## src/img_pkg.sv

```systemverilog
`default_nettype none

package img_pkg;

    // ============================================================
    // Word and pixel widths
    // ============================================================
    localparam int WORD_W = 16;
    localparam int PIXEL_W = 12;

    // ============================================================
    // Highlight and shadow statistics
    // ============================================================
    localparam int STAT_W = 18;
    // Top pixel bits that classify a sampled pixel
    localparam int STAT_BITS = 7;

    // Frame store command
    typedef enum logic [1:0] {
        CMD_NONE  = 2'd0,
        CMD_WRITE = 2'd1,
        CMD_READ  = 2'd2,
        CMD_STOP  = 2'd3
    } ram_cmd_e;

endpackage

`default_nettype wire

```

## src/pixel_capture.sv

```systemverilog
`timescale 1ns/100ps
`default_nettype none

module pixel_capture #(
    parameter int HEADER_WORDS = 4,
    parameter int IMAGE_WORDS_MAX = 256,
    localparam int CNT_W = $clog2(IMAGE_WORDS_MAX + 1),
    localparam int HDR_W = HEADER_WORDS * img_pkg::WORD_W
) (
    input  logic                       img_dclk,
    input  logic                       arst_n,
    input  logic                       capture_pulse,
    input  logic [HDR_W-1:0]           header,
    input  logic [img_pkg::PIXEL_W-1:0] img_d,
    input  logic                       img_fv,
    input  logic                       img_lv,
    output logic                       fifo_flush,
    output logic                       fifo_write,
    output logic [img_pkg::WORD_W-1:0]  fifo_data,
    output logic                       started_toggle,
    output logic                       done,
    output logic [CNT_W-1:0]           word_count,
    output logic [img_pkg::STAT_W-1:0]  highlight_count,
    output logic [img_pkg::STAT_W-1:0]  shadow_count
);

    localparam int HCNT_W = $clog2(HEADER_WORDS + 1);
    localparam int PAD_W = img_pkg::WORD_W - img_pkg::PIXEL_W;

    typedef enum logic [2:0] {
        ST_IDLE,
        ST_FLUSH,
        ST_SETTLE,
        ST_LOAD_HDR,
        ST_HEADER,
        ST_WAIT_FV_LOW,
        ST_WAIT_FV_HIGH,
        ST_FRAME
    } state_e;

    state_e                     state;
    logic [img_pkg::PIXEL_W-1:0] img_d_q;
    logic                       fv_q;
    logic                       lv_q;
    logic                       lv_prev;
    logic [1:0]                 col;
    logic [1:0]                 row;
    logic                       stat_en;
    logic [img_pkg::PIXEL_W-1:0] stat_px;
    logic [HDR_W-1:0]           hdr_shift;
    logic [HCNT_W-1:0]          hdr_cnt;

    // ============================================================
    // Control and counters
    // ============================================================
    always_ff @(posedge img_dclk or negedge arst_n) begin
        if (!arst_n) begin
            state <= ST_IDLE;
            fv_q <= 1'b0;
            lv_q <= 1'b0;
            lv_prev <= 1'b0;
            col <= '0;
            row <= '0;
            stat_en <= 1'b0;
            hdr_cnt <= '0;
            fifo_flush <= 1'b0;
            fifo_write <= 1'b0;
            started_toggle <= 1'b0;
            done <= 1'b0;
            word_count <= '0;
            highlight_count <= '0;
            shadow_count <= '0;
        end else begin
            fv_q <= img_fv;
            lv_q <= img_lv;
            lv_prev <= lv_q;
            fifo_flush <= 1'b0;
            fifo_write <= 1'b0;
            stat_en <= 1'b0;

            // Tile position, modulo 4 from line start and frame start
            col <= lv_q ? col + 2'd1 : 2'd0;
            if (!fv_q) begin
                row <= '0;
            end else if (lv_prev && !lv_q) begin
                row <= row + 2'd1;
            end

            if (fifo_write) begin
                word_count <= word_count + 1'b1;
            end

            if (stat_en) begin
                if (&stat_px[img_pkg::PIXEL_W-1 -: img_pkg::STAT_BITS]) begin
                    highlight_count <= highlight_count + 1'b1;
                end else if (~|stat_px[img_pkg::PIXEL_W-1 -: img_pkg::STAT_BITS]) begin
                    shadow_count <= shadow_count + 1'b1;
                end
            end

            case (state)
                ST_FLUSH: begin
                    fifo_flush <= 1'b1;
                    done <= 1'b0;
                    word_count <= '0;
                    highlight_count <= '0;
                    shadow_count <= '0;
                    state <= ST_SETTLE;
                end
                // FIFO comes out of reset here
                ST_SETTLE: state <= ST_LOAD_HDR;
                ST_LOAD_HDR: begin
                    started_toggle <= ~started_toggle;
                    hdr_cnt <= HCNT_W'(HEADER_WORDS - 1);
                    state <= ST_HEADER;
                end
                ST_HEADER: begin
                    fifo_write <= 1'b1;
                    hdr_cnt <= hdr_cnt - 1'b1;
                    if (hdr_cnt == '0) begin
                        state <= ST_WAIT_FV_LOW;
                    end
                end
                // Skip any frame already in progress
                ST_WAIT_FV_LOW: if (!fv_q) state <= ST_WAIT_FV_HIGH;
                ST_WAIT_FV_HIGH: if (fv_q) state <= ST_FRAME;
                ST_FRAME: begin
                    fifo_write <= lv_q;
                    stat_en <= lv_q && col == 2'd0 && row == 2'd0;
                    if (!fv_q) begin
                        done <= 1'b1;
                        state <= ST_IDLE;
                    end
                end
                default: ;
            endcase

            if (capture_pulse) begin
                state <= ST_FLUSH;
            end
        end
    end

    // ============================================================
    // Pixel, header and FIFO data path
    // ============================================================
    always_ff @(posedge img_dclk) begin
        img_d_q <= img_d;
        stat_px <= img_d_q;
        if (state == ST_LOAD_HDR) begin
            hdr_shift <= header;
        end else begin
            hdr_shift <= hdr_shift << img_pkg::WORD_W;
        end
        if (state == ST_HEADER) begin
            fifo_data <= hdr_shift[HDR_W-1 -: img_pkg::WORD_W];
        end else begin
            fifo_data <= {{PAD_W{1'b0}}, img_d_q};
        end
    end

endmodule

`default_nettype wire

```

## config.mk

```make
export PLATFORM = sky130hd
export DESIGN_NAME = pixel_capture
export DESIGN_NICKNAME = d
export VERILOG_FILES = /design/src/img_pkg.sv /design/src/pixel_capture.sv
export SDC_FILE = /design/constraint.sdc
export NUM_CORES = 1
export LEC_CHECK = 0
export BUFFER_PORTS_ARGS = -buffer_cell sky130_fd_sc_hd__buf_2
export CAP_MARGIN = 20
export CORE_UTILIZATION = 55
export CTS_CLUSTER_SIZE = 24
export DETAILED_ROUTE_END_ITERATION = 16
export GPL_ROUTABILITY_DRIVEN = 0
export PLACE_DENSITY = 0.93
export SETUP_SLACK_MARGIN = 0.2
export SYNTH_ARGS = -nofsm -noshare
export SYNTH_HDL_FRONTEND = slang
export SYNTH_SLANG_ARGS = --single-unit
```

## constraint.sdc

```tcl
create_clock -name img_dclk -period 4.8 [get_ports img_dclk]
set_input_delay 0.48 -clock img_dclk [delete_from_list [all_inputs] [get_ports img_dclk]]
set_output_delay 0.48 -clock img_dclk [all_outputs]
set_load 0.02 [all_outputs]
```

==> impl_metrics.yaml <==
outcome:
  status: "completed"
timing:
  setup_skew_after_layout_ns: 0.0118
  final_cycle_utilization_of_the_critical_path: 0.454
  finalHoldViolations: 0
  max_clock_freq_mhz: 458
  tns_ns: 0
  timing.max_slew.rel_slack: 0.388
  final_period_minus_worst_setup_slack_ns: 2.18
  setup_violations: 0
  rsz_0062_raised_after_global_routing: "false"
  final-max-slew-violation-count: 0
  worst_pin_slew_ns: 0.918
synth:
  synth_sequential_area_ratio: 0.603
  synth_nets: 587
  synth.avg_cell_area_um2: 11.8
  synth.ff_latch_count: 162
  asyncSetResetFlopFracSynth: 0.389
  netlist-cell-type-count: 34
  synth.cell_area_um2: 5900
  synthesis.yosys.warnings: 0
  postSynthCellCount: 499
  number_of_synthesized_flops_with_an_enable_pin: 0
  synthFlopType: "dfxtp_1"
critical_path:
  worst_ep_required_time_ns: 5.24
  critPathLaunch: "stat_px[6]"
  cp_slowest_stage_delay_ns: 0.59
  path_buf_inv: 0
  critPathTopFamily: "simple AND/OR/NAND/NOR gates"
  ff2ff_setup_slack_ns: 2.62
  critPathSlowestCell: "or4_1"
  setup.worst_path.class: "register to register"
  worstPathCellList: "nor4_4 > nand4_1 > or4_1 > a21oi_1"
  critical_path.endpoint_type: "register"
  setup.worst_path.end: "shadow_count[17]"
  cell_count_along_the_critical_path: 4
  critPathMaxFanout: 12
  rr_worst_depth: 4
  crit-reg2reg-launch: "stat_px[6]"
  crit-reg2reg-capture: "shadow_count[17]"
  cp-start-kind: "register"
  critPathArrivalTime_ns: 2.62
pwr:
  ir_drop_uv: 312
  power_per_cell_area_nw_per_um2: 444
  power.leakage_nw: 3.40
floorplanning:
  fp.dieH_um: 106
  rows: 37
  floorplan.die_area_um2: 11200
  placeableCoreArea_um2: 10400
  start_util: 0.569
  fp.dieW_um: 106
  io_pins: 146
drt:
  route.vias.total: 4303
  post-route-drc-count: 0
  routed_via_density: 5.41
  drt_pass1_iterations: 5
  final_antenna_net_count: 0
  drt-total-wl_um: 12400
  drt_first_iter_violations: 222
  detail_route.wl_per_cell_um: 15.5
global_routing:
  globalRoute.totalOverflow: 0
  number_of_global_route_vias_before_repair: 4401
  grt_first_pass_wirelength_um: 20100
  initial_antenna_violation_count: 0
  grt_max_degree: 64
  overall_global_routing_resource_usage: 0.232
clocking:
  cts_tree: "built"
  clk_latency_ns: 0.51
  clock-root-buffer: "clkbuf_8"
  worst_setup_hold_path_clk_slew_ns: 0.08
  hold_buffers_post_cts: 0
  clock-sinks: 162
  cts_setup_buffers: 0
  clock_path_buffers: 2
  h-tree-depth: 4
  tritoncts.num_buffers: 17
  cts.repair.resized: 0
finish:
  final_nets: 735
  final_common_cell: "buf_2"
  most-common-layout-cells: "buf_2, dfxtp_1, dfrtp_1"
  area.growth.synth_to_final_pct: 25.2
  final_layout_size_suffix_gt1_frac: 0.376
  antennaDiodeCount: 0
  stdcell_count: 796
worst_hold_path:
  hp-class: "input pin to register"
job:
  max-cap-violations: 0
placed_design:
  place.port_buffers: 145
  placed_cells_incl_taps: 764
  hpwl_um: 8710
-- routing by layer --
metal,routed length (um),part of all wire,GRT usage
met1,4890,0.40,0.264
met2,6360,0.51,0.404
met3,910,0.074,0.0724
met4,208,0.017,0.0923
met5,0,0,0
-- kinds of logic (layout without fill, tap and decap cells) --
group,Yosys count,count (layout),synth area share
multiplexers,65,65,0.123
flip-flops,162,162,0.603
buffers and inverters,33,194,0.0220
AND/OR/NAND/NOR,154,154,0.152
adder cells (fa/ha/maj),7,7,0.0148
AO/OA/AOI/OAI,55,55,0.0507
XOR/XNOR,23,23,0.0341
-- stage by stage --
stage,total power [mW],instance area [um^2],utilization,worst slack (ns),hold slack (ns)
after global placement,1.92,6750,0.651,2.41,0.334
after global routing,3.41,7390,0.712,2.42,0.0269
after detailed placement,1.96,6770,0.653,2.66,0.349
after floorplan,1.83,5900,-,2.92,0.184
final,3.28,7390,0.712,2.62,0.0590
after CTS,3.31,7390,0.712,2.60,0.0372
-- flip-flops by register name, summed over array words and instances, names as in the netlist, 2 cells and up --
register,count
highlight_count,18
stat_px,7
shadow_count,18
fifo_data,16
col,2
hdr_shift,64
hdr_cnt,3
state,3
img_d_q,12
word_count,9
row,2
-- area by class of cell --
class / instances / area [um^2]
Clock buffer: 17 / 414
Clock inverter: 15 / 201
Fill cell: 725 / 2980
Inverter: 13 / 48.8
Multi-Input combinational cell: 304 / 2230
Sequential cell: 162 / 3560
Tap cell: 136 / 170
Timing Repair Buffer: 149 / 768
-- cell usage after synthesis, types with 13 or more instances --
cell type	number	area (um^2)
dfxtp_1	99	1980
dfrtp_1	63	1580
mux2_2	61	687
nor2_1	29	109
a21oi_1	27	135
and2_1	25	156
nand2_1	21	78.8
nand4_1	19	119
o21ai_0	19	95.1
or3_1	17	106
clkbuf_1	14	52.6
inv_1	13	48.8
-- report_power, final --
group          total, mW  leakage (nW)  switching, mW  internal [mW]
logic              0.360          1.43          0.181          0.179
clock network       1.35         0.298          0.652          0.698
registers           1.57          1.67         0.0668           1.51
-- how the worst min path moves through the flow --
stage / from / to / cells after the start
2_1_floorplan: arst_n / col[0] / 0
3_3_place_gp: img_d_q[6] / stat_px[6] / 0
3_5_place_dp: img_d_q[7] / stat_px[7] / 0
4_1_cts: img_d[2] / img_d_q[2] / 1
5_1_grt: img_d[0] / img_d_q[0] / 1
6_report: img_d[2] / img_d_q[2] / 1
-- worst reg2reg max path, stage by stage, from the launching register on --
cell and delay (ns):
dfxtp_1 0.36, nor4_4 0.54, nand4_1 0.46, or4_1 0.60, a21oi_1 0.16
Note: power is estimated with default switching activity, not from simulation.
